===== config.mk =====
export PLATFORM = sky130hd
export DESIGN_NAME = matrix_x_vector
export DESIGN_NICKNAME = d
export VERILOG_FILES = /design/src/verilog/mxv_pkg.sv /design/src/verilog/mxv_counter.sv /design/src/verilog/mxv_control.sv /design/src/verilog/mxv_row_fifo.sv /design/src/verilog/mxv_pe.sv /design/src/verilog/mxv_pe_array.sv /design/src/verilog/mxv_result_ram.sv /design/src/verilog/matrix_x_vector.sv
export SDC_FILE = /design/constraint.sdc
export NUM_CORES = 2
export LEC_CHECK = 0
export BUFFER_PORTS_ARGS = -buffer_cell sky130_fd_sc_hd__buf_2
export CAP_MARGIN = 10
export CORE_MARGIN = 2
export CORE_UTILIZATION = 51
export CTS_CLUSTER_DIAMETER = 80
export DETAILED_ROUTE_END_ITERATION = 10
export GPL_ROUTABILITY_DRIVEN = 0
export GPL_TIMING_DRIVEN = 0
export PLACE_DENSITY = 0.68
export SYNTH_ARGS = -nofsm -noshare
export SYNTH_HDL_FRONTEND = slang
export SYNTH_SLANG_ARGS = --single-unit

===== constraint.sdc =====
create_clock -name clk -period 17.5 [get_ports clk]
set_clock_uncertainty 0.1 [all_clocks]
set_input_delay 1.75 -clock clk [delete_from_list [all_inputs] [get_ports clk]]
set_output_delay 1.75 -clock clk [all_outputs]
set_load 0.01 [all_outputs]

===== src/verilog/mxv_pkg.sv =====
package mxv_pkg;

	//////////////////////////////////////////////////
	// sizes
	//////////////////////////////////////////////////
	localparam int N_MAX  = 8;   // largest matrix order
	localparam int NUM_PE = 4;   // processing elements in the line
	localparam int ELEM_W = 8;
	localparam int ACC_W  = 16;  // wraps mod 65536

	typedef logic [ELEM_W-1:0] elem_t;  // matrix or vector element
	typedef logic [ACC_W-1:0]  acc_t;   // dot product
	typedef logic [3:0]        n_t;     // order 1..8
	typedef logic [2:0]        row_t;   // row 0..7

	//////////////////////////////////////////////////
	// bundles
	//////////////////////////////////////////////////
	typedef struct packed {
		logic [N_MAX:0] push;  // bit r -> row r fifo, bit 8 -> vector
		elem_t          data;
	} load_t;

	typedef struct packed {
		logic valid;  // one cycle, end of a row
		acc_t acc;
	} pe_result_t;

	typedef struct packed {
		logic we;
		row_t addr;
		acc_t data;
	} res_wr_t;

	typedef struct packed {
		logic valid;
		acc_t data;
	} tx_t;

endpackage


===== src/verilog/mxv_counter.sv =====
`timescale 1ns/1ps

// up-counter, stops at terminal, clear wins over enable
module mxv_counter #(
	parameter int WIDTH = 4
) (
	input  logic             clk,
	input  logic             rst_n,
	input  logic             en,
	input  logic             clr,
	input  logic [WIDTH-1:0] terminal,
	output logic [WIDTH-1:0] count,
	output logic             at_terminal
);

	assign at_terminal = (count == terminal);  // combinational flag

	always_ff @(posedge clk) begin
		if (!rst_n) begin
			count <= '0;
		end else if (clr) begin
			count <= '0;  // clear first
		end else if (en && !at_terminal) begin
			count <= count + 1'b1;
		end
		// otherwise hold, also at terminal
	end

endmodule


===== src/verilog/mxv_control.sv =====
`timescale 1ns/1ps

module mxv_control
import mxv_pkg::*;
(
	input  logic clk,
	input  logic rst_n,
	input  logic start,
	input  n_t   n,
	input  n_t   step_count,  // round step from counter
	input  logic step_done,   // step == n+3
	input  logic read_done,   // read addr == n-1
	output logic step_en,
	output logic step_clr,
	output logic read_en,
	output logic read_clr,
	output logic feed_en,
	output logic round_sel,
	output logic busy,
	output logic tx_valid,
	output logic done
);

	typedef enum logic [2:0] {
		st_idle,
		st_round0,  // rows 0..3
		st_round1,  // rows 4..7, only for n > 4
		st_send,
		st_finish
	} state_t;

	state_t state, state_nxt;
	logic   in_round;

	assign in_round = (state == st_round0) || (state == st_round1);

	//////////////////////////////////////////////////
	// next state
	//////////////////////////////////////////////////
	always_comb begin
		state_nxt = state;
		case (state)
			st_idle:   if (start) state_nxt = st_round0;  // start ignored elsewhere
			st_round0: begin
				if (step_done) begin
					state_nxt = (n > n_t'(NUM_PE)) ? st_round1 : st_send;
				end
			end
			st_round1: if (step_done) state_nxt = st_send;
			st_send:   if (read_done) state_nxt = st_finish;  // n reads issued
			st_finish: state_nxt = st_idle;
			default:   state_nxt = st_idle;
		endcase
	end

	always_ff @(posedge clk) begin
		if (!rst_n) begin
			state    <= st_idle;
			tx_valid <= 1'b0;
			done     <= 1'b0;
		end else begin
			state    <= state_nxt;
			tx_valid <= read_en;                 // lines up with registered ram read
			done     <= (state == st_finish);  // lands in idle, busy already low
		end
	end

	// each round is n+4 steps, counter restarts at 0 for the next one
	assign step_en   = in_round;
	assign step_clr  = !in_round || step_done;
	assign feed_en   = in_round && (step_count < n);  // steps 0..n-1
	assign round_sel = (state == st_round1);

	assign read_en  = (state == st_send);
	assign read_clr = (state == st_idle);
	assign busy     = (state != st_idle);

	// order held for the whole op, rounds and send both depend on it
	a_n_stable: assert property (@(posedge clk) disable iff (!rst_n)
		busy |-> $stable(n));

endmodule


===== src/verilog/mxv_row_fifo.sv =====
`timescale 1ns/1ps

module mxv_row_fifo
import mxv_pkg::*;
#(
	parameter int DEPTH = 8
) (
	input  logic  clk,
	input  logic  rst_n,
	input  logic  push,
	input  logic  pop,
	input  elem_t wdata,
	output elem_t rdata,
	output logic  empty,
	output logic  full
);

	localparam int PTR_W = $clog2(DEPTH);

	elem_t            mem [DEPTH];
	logic [PTR_W-1:0] wptr, rptr;
	logic [PTR_W:0]   count;  // 0..DEPTH

	assign rdata = mem[rptr];  // head visible in the pop cycle
	assign empty = (count == '0);
	assign full  = (count == (PTR_W+1)'(DEPTH));

	always_ff @(posedge clk) begin
		if (push) mem[wptr] <= wdata;
	end

	always_ff @(posedge clk) begin
		if (!rst_n) begin
			wptr  <= '0;
			rptr  <= '0;
			count <= '0;
		end else begin
			if (push) wptr <= (wptr == PTR_W'(DEPTH-1)) ? '0 : wptr + 1'b1;
			if (pop)  rptr <= (rptr == PTR_W'(DEPTH-1)) ? '0 : rptr + 1'b1;
			case ({push, pop})
				2'b10:   count <= count + 1'b1;
				2'b01:   count <= count - 1'b1;
				default: count <= count;  // both or neither
			endcase
		end
	end

	a_no_overflow:  assert property (@(posedge clk) disable iff (!rst_n) push |-> !full);
	a_no_underflow: assert property (@(posedge clk) disable iff (!rst_n) pop |-> !empty);

endmodule


===== src/verilog/mxv_pe.sv =====
`timescale 1ns/1ps

// one stage of the systolic line
module mxv_pe
import mxv_pkg::*;
(
	input  logic       clk,
	input  logic       rst_n,
	input  logic       en_in,
	input  elem_t      vec_in,
	input  elem_t      mat_in,
	output logic       en_out,   // skewed enable to next pe
	output elem_t      vec_out,  // vector pass register
	output pe_result_t result
);

	acc_t acc;
	acc_t prod;

	assign prod = acc_t'(mat_in) * acc_t'(vec_in);  // 255*255 still fits

	// enable skew, one cycle per stage
	always_ff @(posedge clk) begin
		if (!rst_n) begin
			en_out <= 1'b0;
		end else begin
			en_out <= en_in;
		end
	end

	always_ff @(posedge clk) begin
		vec_out <= vec_in;  // free running
	end

	// MAC, first element after an idle cycle starts a fresh sum
	always_ff @(posedge clk) begin
		if (en_in) begin
			acc <= en_out ? acc + prod : prod;  // wraps at 16 bits
		end
	end

	// falling edge of en_in, sum is complete
	assign result.valid = en_out && !en_in;
	assign result.acc   = acc;

endmodule


===== src/verilog/mxv_pe_array.sv =====
`timescale 1ns/1ps

module mxv_pe_array
import mxv_pkg::*;
#(
	parameter int DEPTH = 8
) (
	input  logic    clk,
	input  logic    rst_n,
	input  load_t   load,
	input  n_t      n,
	input  logic    busy,
	input  logic    feed_en,
	input  row_t    feed_idx,   // step count, indexes the vector
	input  logic    round_sel,
	output res_wr_t res_wr
);

	elem_t      vbuf [DEPTH];  // vector, replayed in round 1
	row_t       vwptr;
	logic [N_MAX-1:0] row_push, row_pop;
	elem_t      row_data [N_MAX];

	logic       en_chain  [NUM_PE+1];  // [0] = feed, [k+1] = pe k out
	elem_t      vec_chain [NUM_PE+1];
	elem_t      pe_mat    [NUM_PE];
	row_t       pe_row    [NUM_PE];    // row worked on by pe k this round
	logic       row_ok    [NUM_PE];    // row below n
	pe_result_t pe_res    [NUM_PE];

	//////////////////////////////////////////////////
	// loading, only while idle
	//////////////////////////////////////////////////
	always_ff @(posedge clk) begin
		if (!rst_n || busy) begin
			vwptr <= '0;  // next op starts at index 0
		end else if (load.push[N_MAX]) begin
			vwptr <= vwptr + 1'b1;
		end
	end

	always_ff @(posedge clk) begin
		if (!busy && load.push[N_MAX]) vbuf[vwptr] <= load.data;
	end

	assign row_push = load.push[N_MAX-1:0] & {N_MAX{!busy}};

	for (genvar r = 0; r < N_MAX; r++) begin : g_row
		mxv_row_fifo #(.DEPTH(DEPTH)) i_row_fifo (
			.clk   (clk),
			.rst_n (rst_n),
			.push  (row_push[r]),
			.pop   (row_pop[r]),
			.wdata (load.data),
			.rdata (row_data[r]),
			.empty (),  // load count is up to the host
			.full  ()
		);
	end

	//////////////////////////////////////////////////
	// systolic line
	//////////////////////////////////////////////////
	assign en_chain[0]  = feed_en;
	assign vec_chain[0] = vbuf[feed_idx];

	for (genvar k = 0; k < NUM_PE; k++) begin : g_pe
		assign pe_row[k] = row_t'(k) + (round_sel ? row_t'(NUM_PE) : row_t'(0));
		assign row_ok[k] = ({1'b0, pe_row[k]} < n);
		assign pe_mat[k] = row_data[pe_row[k]];  // round mux

		mxv_pe i_pe (
			.clk     (clk),
			.rst_n   (rst_n),
			.en_in   (en_chain[k]),
			.vec_in  (vec_chain[k]),
			.mat_in  (pe_mat[k]),
			.en_out  (en_chain[k+1]),
			.vec_out (vec_chain[k+1]),
			.result  (pe_res[k])
		);
	end

	// pop the active row of each pe, rows at or above n stay untouched
	always_comb begin
		row_pop = '0;
		for (int k = 0; k < NUM_PE; k++) begin
			if (en_chain[k] && row_ok[k]) row_pop[pe_row[k]] = 1'b1;
		end
	end

	// result demux into one ram write
	always_comb begin
		res_wr = '0;
		for (int k = 0; k < NUM_PE; k++) begin
			if (pe_res[k].valid && row_ok[k]) begin
				res_wr.we   = 1'b1;
				res_wr.addr = pe_row[k];
				res_wr.data = pe_res[k].acc;
			end
		end
	end

	// skew keeps results apart
	a_one_result: assert property (@(posedge clk) disable iff (!rst_n)
		$onehot0({pe_res[3].valid, pe_res[2].valid, pe_res[1].valid, pe_res[0].valid}));

	// line fully drained past pe 0 when the round switches
	a_drained_at_switch: assert property (@(posedge clk) disable iff (!rst_n)
		$changed(round_sel) |-> !(en_chain[1] || en_chain[2] || en_chain[3] || en_chain[NUM_PE]));

endmodule


===== src/verilog/mxv_result_ram.sv =====
`timescale 1ns/1ps

// one write port, one registered read port
module mxv_result_ram
import mxv_pkg::*;
#(
	parameter int DEPTH = 8
) (
	input  logic    clk,
	input  res_wr_t wr,
	input  row_t    raddr,
	output acc_t    rdata
);

	acc_t mem [DEPTH];

	always_ff @(posedge clk) begin
		if (wr.we) begin
			mem[wr.addr] <= wr.data;
		end
		rdata <= mem[raddr];  // one cycle after the address
	end

endmodule


===== src/verilog/matrix_x_vector.sv =====
`timescale 1ns/1ps

module matrix_x_vector
import mxv_pkg::*;
(
	input  logic  clk,
	input  logic  rst_n,
	input  logic  start,
	input  load_t load,
	input  n_t    n,      // stable from load until done
	output logic  busy,
	output tx_t   tx,
	output logic  done
);

	localparam int STEP_W = $bits(n_t);    // up to n+3 = 11
	localparam int READ_W = $bits(row_t);  // up to n-1 = 7

	n_t      step_count, step_term;
	row_t    read_count, read_term;
	logic    step_en, step_clr, step_done;
	logic    read_en, read_clr, read_done;
	logic    feed_en, round_sel, tx_valid;
	res_wr_t res_wr;
	acc_t    ram_rdata;

	assign step_term = n + n_t'(3);        // last result of a round
	assign read_term = row_t'(n - 1'b1);   // last row to send

	//////////////////////////////////////////////////
	// sequencing
	//////////////////////////////////////////////////
	mxv_control i_control (
		.clk (clk), .rst_n (rst_n), .start (start), .n (n),
		.step_count (step_count), .step_done (step_done), .read_done (read_done),
		.step_en (step_en), .step_clr (step_clr), .read_en (read_en), .read_clr (read_clr),
		.feed_en (feed_en), .round_sel (round_sel), .busy (busy),
		.tx_valid (tx_valid), .done (done)
	);

	mxv_counter #(.WIDTH(STEP_W)) i_step_counter (
		.clk (clk), .rst_n (rst_n), .en (step_en), .clr (step_clr),
		.terminal (step_term), .count (step_count), .at_terminal (step_done)
	);

	mxv_counter #(.WIDTH(READ_W)) i_read_counter (  // count is the ram read address
		.clk (clk), .rst_n (rst_n), .en (read_en), .clr (read_clr),
		.terminal (read_term), .count (read_count), .at_terminal (read_done)
	);

	//////////////////////////////////////////////////
	// datapath
	//////////////////////////////////////////////////
	mxv_pe_array #(.DEPTH(N_MAX)) i_pe_array (
		.clk (clk), .rst_n (rst_n), .load (load), .n (n), .busy (busy),
		.feed_en (feed_en), .feed_idx (row_t'(step_count)), .round_sel (round_sel),
		.res_wr (res_wr)
	);

	mxv_result_ram #(.DEPTH(N_MAX)) i_result_ram (
		.clk (clk), .wr (res_wr), .raddr (read_count), .rdata (ram_rdata)
	);

	assign tx.valid = tx_valid;   // no back-pressure
	assign tx.data  = ram_rdata;

endmodule


Word level (Yosys, flattened, before mapping)
Memories as Yosys holds them, arrays and structs flattened. A register that Yosys moved wholly into a read port is not among the register bits.
Index checks and enable logic that the tools add are counted.
- register bits: 155
- latch bits: 0
- memory bits (writable): 704
- ROM bits: 0
- output and inout port bits: 19
- logic and storage cells: 258
- memories kept: 10
- add/sub/neg operators: 28
- multiply operators: 4
- divide/modulo/power cells: 0
- $lt $le $gt $ge: 18
- equality and inequality tests: 26
- shift operators: 0
- muxes and demuxes: 93
- bitwise logic cells: 9
- reduce and logical (&&, ||, !) cells: 37
- memory list (name ; depth ; width ; rd ports ; clocked after Yosys merged registers in ; wr ports ; RTL line ; RTL):
    i_result_ram.mem ; 8 ; 16 ; 1 ; 1 ; 1 ; mxv_result_ram.sv:15 ; acc_t mem [DEPTH];
    i_pe_array.g_row[0].i_row_fifo.mem ; 8 ; 8 ; 1 ; 1 ; 1 ; mxv_row_fifo.sv:20 ; elem_t mem [DEPTH];
    i_pe_array.g_row[1].i_row_fifo.mem ; 8 ; 8 ; 1 ; 1 ; 1 ; mxv_row_fifo.sv:20 ;
    i_pe_array.g_row[2].i_row_fifo.mem ; 8 ; 8 ; 1 ; 1 ; 1 ; mxv_row_fifo.sv:20 ;
    i_pe_array.g_row[3].i_row_fifo.mem ; 8 ; 8 ; 1 ; 1 ; 1 ; mxv_row_fifo.sv:20 ;
    i_pe_array.g_row[4].i_row_fifo.mem ; 8 ; 8 ; 1 ; 1 ; 1 ; mxv_row_fifo.sv:20 ;
    +4 memories ; -- ; -- ; -- ; -- ; -- ; -- ;
- operator list (kind ; count):
    $mux W3 ; 39
    $bmux W8 S3 ; 4
    $mux W8 ; 12
    $mux W20 ; 4
    $add A16 B16 Y16 ; 4
    $mul A8 B8 Y16 ; 4
    $mux W16 ; 4
    $add A3 B1 Y3 const B ; 18
    $eq A3 B3 Y1 const B ; 17
    $mux W1 ; 25
    $or A8 B8 Y8 ; 3
    $logic_and A1 B1 Y1 ; 20
    $ge A4 B4 Y1 const B ; 4
    $lt A3 B4 Y1 ; 4
    $lt A3 B4 Y1 const B ; 4
    $not A3 Y4 ; 4
    $demux W1 S3 ; 4
    $ge A3 B1 Y1 const B ; 4
    $pmux W3 S4 ; 1
    $logic_not A1 Y1 ; 9
    $and A8 B8 Y8 ; 1
    $add A2 B3 Y3 const A ; 2
    $eq A3 B2 Y1 const B ; 2
    $ne A2 B2 Y1 const B ; 3
    other kinds (16) ; 19

Depth between registers and ports, before layout
- depth in word-level cells: 15
- gate-level depth with buffers: 30

Hierarchy
A second synthesis with hierarchy kept.
- cells, all modules: 3510
- area, all modules: 50263.2 µm²
- by module, submodules not included (module ; times used ; cells an instance ; area each (µm²) ; sequential area each (µm²)):
    mxv_row_fifo (i_pe_array.g_row[2].i_row_fifo ...) ; 6 ; 167 ; 3154.3 ; 2182.1
    mxv_row_fifo (i_pe_array.g_row[0].i_row_fifo ...) ; 2 ; 169 ; 3156.8 ; 2182.1
    mxv_result_ram ; 1 ; 214 ; 5293.8 ; 4164.0
    mxv_pe_array ; 1 ; 298 ; 3952.5 ; 1981.9
    mxv_pe (i_pe_array.g_pe[3].i_pe) ; 1 ; 411 ; 3831.2 ; 660.6
    mxv_pe (i_pe_array.g_pe[2].i_pe) ; 1 ; 400 ; 3739.8 ; 660.6
    mxv_pe (i_pe_array.g_pe[1].i_pe) ; 1 ; 373 ; 3651.0 ; 660.6
    mxv_pe (i_pe_array.g_pe[0].i_pe) ; 1 ; 366 ; 3612.2 ; 660.6
    mxv_control ; 1 ; 44 ; 372.9 ; 100.1
    mxv_counter (i_read_counter) ; 1 ; 29 ; 264.0 ; 60.1
    mxv_counter (i_step_counter) ; 1 ; 26 ; 249.0 ; 80.1
    matrix_x_vector ; 1 ; 9 ; 57.6 ; 0.0

Least setup slack after synthesis
OpenSTA, ideal clock, no wires.
- path kind: register to register
- start point: register (tool-made name)
- end point: register i_pe_array.g_pe[2].i_pe.acc[15] (data pin)
- library setup time: 0.266 ns
- arrival time: 6.733 ns
- setup slack: 10.401 ns
- cell stages (with the launch flop): 30
- period minus slack after synthesis: 7.099 ns
- path through: dfxtp_1 buf_2 buf_2 mux4_2 nor2b_1 a211oi_1 a21oi_1 and2_1 fa_1 inv_1 fa_1 inv_1 fa_1 inv_1 fa_1 inv_1 ha_1 or2_2 a21oi_1 nor2_1 a21oi_1 xnor2_1 ha_1 a21o_1 a31o_2 a31oi_2 mux2i_1 o311ai_1 xnor2_1 xnor2_1
- RTL lines (what ; RTL line ; RTL):
    end signal, assigned ; mxv_pe.sv:38 ; acc <= en_out ? acc + prod : prod;
    end, declared ; mxv_pe.sv:17 ; acc_t acc;

Final worst setup path
- start point: register i_control.state[1]
- end point: register i_pe_array.g_pe[3].i_pe.acc[15] (data pin)
- longest elaborated chain between the ends: 10
- RTL lines (what ; RTL line ; RTL):
    start, declared ; mxv_control.sv:32 ; state_t state, state_nxt;
    start signal, assigned ; mxv_control.sv:58 ; state <= st_idle;
    start signal, assigned ; mxv_control.sv:62 ; state <= state_nxt;
    $eq A3 B2 Y1 * ; mxv_control.sv:72 ; assign round_sel = (state == st_round1);
    $mux W3 * ; mxv_pe_array.sv:68 ; assign pe_row[k] = row_t'(k) + (round_sel ? row_t'(NUM_PE) : row_t'(0));
    $add A2 B3 Y3 * ; mxv_pe_array.sv:68 ;
    $not A3 Y4 (implied by the code) * ; mxv_pe_array.sv:70 ; assign pe_mat[k] = row_data[pe_row[k]];
    $bmux W8 S3 * ; mxv_pe_array.sv:70 ;
    $mux W8 (implied by the code) * (2 in a row) ; mxv_pe_array.sv:70 ;
    $mul A8 B8 Y16 * ; mxv_pe.sv:20 ; assign prod = acc_t'(mat_in) * acc_t'(vec_in);
    $add A16 B16 Y16 ; mxv_pe.sv:38 ;
    $mux W16 * ; mxv_pe.sv:38 ;
    end signal, assigned ; mxv_pe.sv:38 ;
    end, declared ; mxv_pe.sv:17 ;
Mark *: on every way between the ends. The rest lies on a longest branch, timed or not. The select of a mux whose other input is x is not followed.
A chain may end at the register's enable or synchronous reset.

==> impl_summary.txt <==
----------------------------------------------------
[Setup path]
  Maximum fanout encountered on the critical timing path ... 10
  Critical Path Start Type ... register
  Critical path start-end classification ... register to register
  Kind of end point of the critical path ... register
  Required @ worst endpoint ... 17790 ps
  Worst reg-to-reg path cell count ... 27
  Worst Path Arrival ... 8960 ps

[Die]
  Initial Util ... 51.6%
  Core region area ... 88800 um^2
  Height of the die ... 304 um
  I/O pin cnt ... 43
  Total die area ... 92300 um^2
  Die X ... 304 um
  FP Rows ... about 110

[Logic synthesis]
  Yosys warnings ... 0
  Flop and latch count out of synthesis ... about 900
  Most common flop cell mapped by yosys ... edfxtp_1
  Synth Net Count ... ~3600
  Cell Area, Synth ... 45800 um^2
  Share of the yosys chip area belonging to registers ... 56.2%
  Post-synth ARST share ... 0%
  Cells after synthesis ... ~3200
  Number of enable flip-flop cells after synthesis ... 768
  Distinct cells, synth ... 76
  Mean Syn Cell Area ... 14.3 um^2

[GRT]
  Maximum number of pins on one net before global-route repair ... 73
  Overflow after GRT ... 0
  Via count of the first global-routing pass ... 28100
  Wire length of the first global-routing pass ... 160000 um
  GRT Resource Usage Total ... 22.3%
  Number of antenna violations at the first check in global routing ... 4

[Timing]
  Worst Hold Slack ... roughly 400 ps
  Relative slew margins ... 20.7%
  Setup TNS Final ... 0 ps
  Unrepaired setup endpoints after global routing ... false
  Slew at the pin closest to its max-slew limit ... 1190 ps
  Shortest clock period the worst path allows after layout ... 8670 ps
  Number of setup violations in the final report ... 0
  Final Max Slew Viols ... 0
  Period utilization ... a little under 50%
  Fmax achieved ... 115 MHz
  Final number of hold-violating endpoints ... 0

[Clocking]
  Post CTS Setup Buffer Count ... 0
  Total number of clock tree sinks ... 902
  CTS tree ... built
  Clock Latency Late Sink ... 680 ps
  Clock buffers created by TritonCTS ... 94
  Post-cts resize count ... 0
  Hold Buf Count CTS ... 0
  Total number of H-tree levels ... 3
  Master cell of the clock root buffer ... clkbuf_16
  Number of buffers between clock root and the deepest sink ... 3
  Clock input transition at the sequential cells of the worst setup and hold paths ... 60 ps

[Placed design]
  Area after DPL ... 47700 um^2
  IO Port Bufs ... 41
  DP Cell Count ... 4423
  Detailed placer's ending HPWL ... 71000 um

[Route]
  First-iteration detailed-routing DRC count ... 2332
  Via total after detailed routing ... 26800
  Average wire per standard cell ... 21.9 um
  Routed wire length ... 101000 um
  Count of unresolved DRC violations after routing ... 0
  Mean number of vias per cell ... 5.81
  Count of antenna-violating nets left after detailed routing ... 0
  Pre-antenna DRT Iters ... 7

[Final layout]
  Net count, final ... 3799
  Post-Layout Inst Area ... 51100 um^2
  Cell Count, Final, Fillers Out ... 4623
  Fraction of layout cells with a size suffix above 1 ... between 15 and 20%
  Synthesis-to-layout area growth ... 11.5%

[Min path]
  WHS Path Cells ... 0
  Class of the worst hold path ... register to register

[Outcome]
  Run status ... completed

[Run]
  Count of max-cap constraint violations ... 0

----------------------------------------------------
-- metrics by stage --
step / util [%] / setup WS (ps)
global placement: 53.5 / 9090
CTS: 57.4 / 8870
global route: 57.6 / 8300
detailed placement: 53.8 / 8910
finish: 57.6 / 8830
floorplan: - / 10400
-- cell families after synthesis --
logic type / count (synthesis) / synth area share, %
AO/OA/AOI/OAI: 384 / 5.47
XOR/XNOR: 109 / 2.10
adder cells (fa/ha/maj): 399 / 13.3
buffers and inverters: 323 / 2.73
flip-flops: 902 / 56.2
multiplexers: 295 / 11.4
AND/OR/NAND/NOR: 784 / 8.76
-- state kept, by name, indices dropped and copies added (netlist names), 16 cells and up, named ones only --
| signal | flops |
|---|---|
| i_pe_array.g_row.i_row_fifo.wptr | 24 |
| i_pe_array.g_pe.i_pe.vec_out | 24 |
| i_result_ram.rdata | 16 |
| i_pe_array.g_row.i_row_fifo.rptr | 24 |
| i_pe_array.g_row.i_row_fifo.mem | 512 |
| i_pe_array.g_pe.i_pe.acc | 64 |
| i_pe_array.vbuf | 64 |
| i_result_ram.mem | 128 |
-- layer usage --
metal / part of all wire, % / global-route usage [%] / vias to the layer above
li1: - / - / 12200
met1: 43 / 30.4 / 13600
met2: 48 / 36.9 / 830
met3: 5.5 / 3.28 / 182
met4: 3.3 / 7.58 / 4
met5: 0.027 / 0 / -
-- synthesized netlist by cell type (72+ instances only) --
cell / n / share of area (%)
edfxtp_1: 768 / 50
ha_1: 251 / 6.9
inv_1: 228 / 1.9
mux4_2: 176 / 8.6
nor2_1: 173 / 1.4
and2_1: 170 / 2.3
nand2_1: 153 / 1.3
fa_1: 148 / 6.5
dfxtp_1: 134 / 5.9
a21oi_1: 125 / 1.4
xnor2_1: 82 / 1.6
nor3_1: 73 / 0.80
mux2_2: 72 / 1.8
-- layout by cell type, fill, tap and decap left out, types with 9 or more instances in the layout --
cell type	instances
a211oi_1	42
a21boi_0	21
a21o_1	32
a21oi_1	125
a221oi_1	19
and2_1	170
and3_1	10
buf_1	13
buf_2	75
buf_4	20
clkbuf_1	74
clkbuf_16	95
clkinv_1	15
clkinv_2	12
dfxtp_1	134
edfxtp_1	768
fa_1	148
ha_1	251
inv_1	228
mux2_2	72
mux2i_1	47
mux4_2	176
nand2_1	153
nand2b_1	41
nand3_1	41
nor2_1	169
nor2b_1	62
nor3_1	71
nor3b_1	13
nor4_2	9
o21ai_0	52
o21ai_1	10
o21bai_1	14
or3_1	10
xnor2_1	82
xor2_1	26
-- cell type report --
cell class / instances / area (um^2)
antenna: 1 / 2.50
buffer: 94 / 390
clock buffer: 123 / 2550
clock inverter: 54 / 628
fill: 6818 / 37700
inverter: 229 / 860
multi-input combinational: 1971 / 18900
sequential: 902 / 25700
tap: 1165 / 1460
timing repair buffer: 84 / 576
-- worst max-delay path: stages, from the launching register on --
cell and delay (ps):
dfxtp_1 440, nor2b_1 260, nand2b_1 130, clkinv_1 320
clkbuf_1 510, buf_1 590, a21oi_1 400, and2_1 300
fa_1 410, inv_1 70, fa_1 430, fa_1 520
fa_1 490, inv_1 40, ha_1 340, nand2_1 60
o21ai_0 330, o211ai_1 190, o21ba_2 230, xnor2_1 240
ha_1 360, nand3_1 120, nor3_1 50, a221oi_1 590
o21ai_0 310, nor4_1 290, a311o_1 180, xnor2_1 60
-- path summary, 6_finish.rpt --
check / start / endpoint / slack, ps
worst max-delay path: i_control.state[1] / i_pe_array.g_pe[3].i_pe.acc[15] / 8830
worst min-delay path: i_pe_array.g_pe[1].i_pe.vec_out[6] / i_pe_array.g_pe[2].i_pe.vec_out[6] / 400
worst max register to register: i_control.state[1] / i_pe_array.g_pe[3].i_pe.acc[15] / 8830
worst min register to register: i_pe_array.g_pe[1].i_pe.vec_out[6] / i_pe_array.g_pe[2].i_pe.vec_out[6] / 400
Power is not shown: default switching activity piles up to over one toggle a cycle in this logic, so the estimate is an artifact.
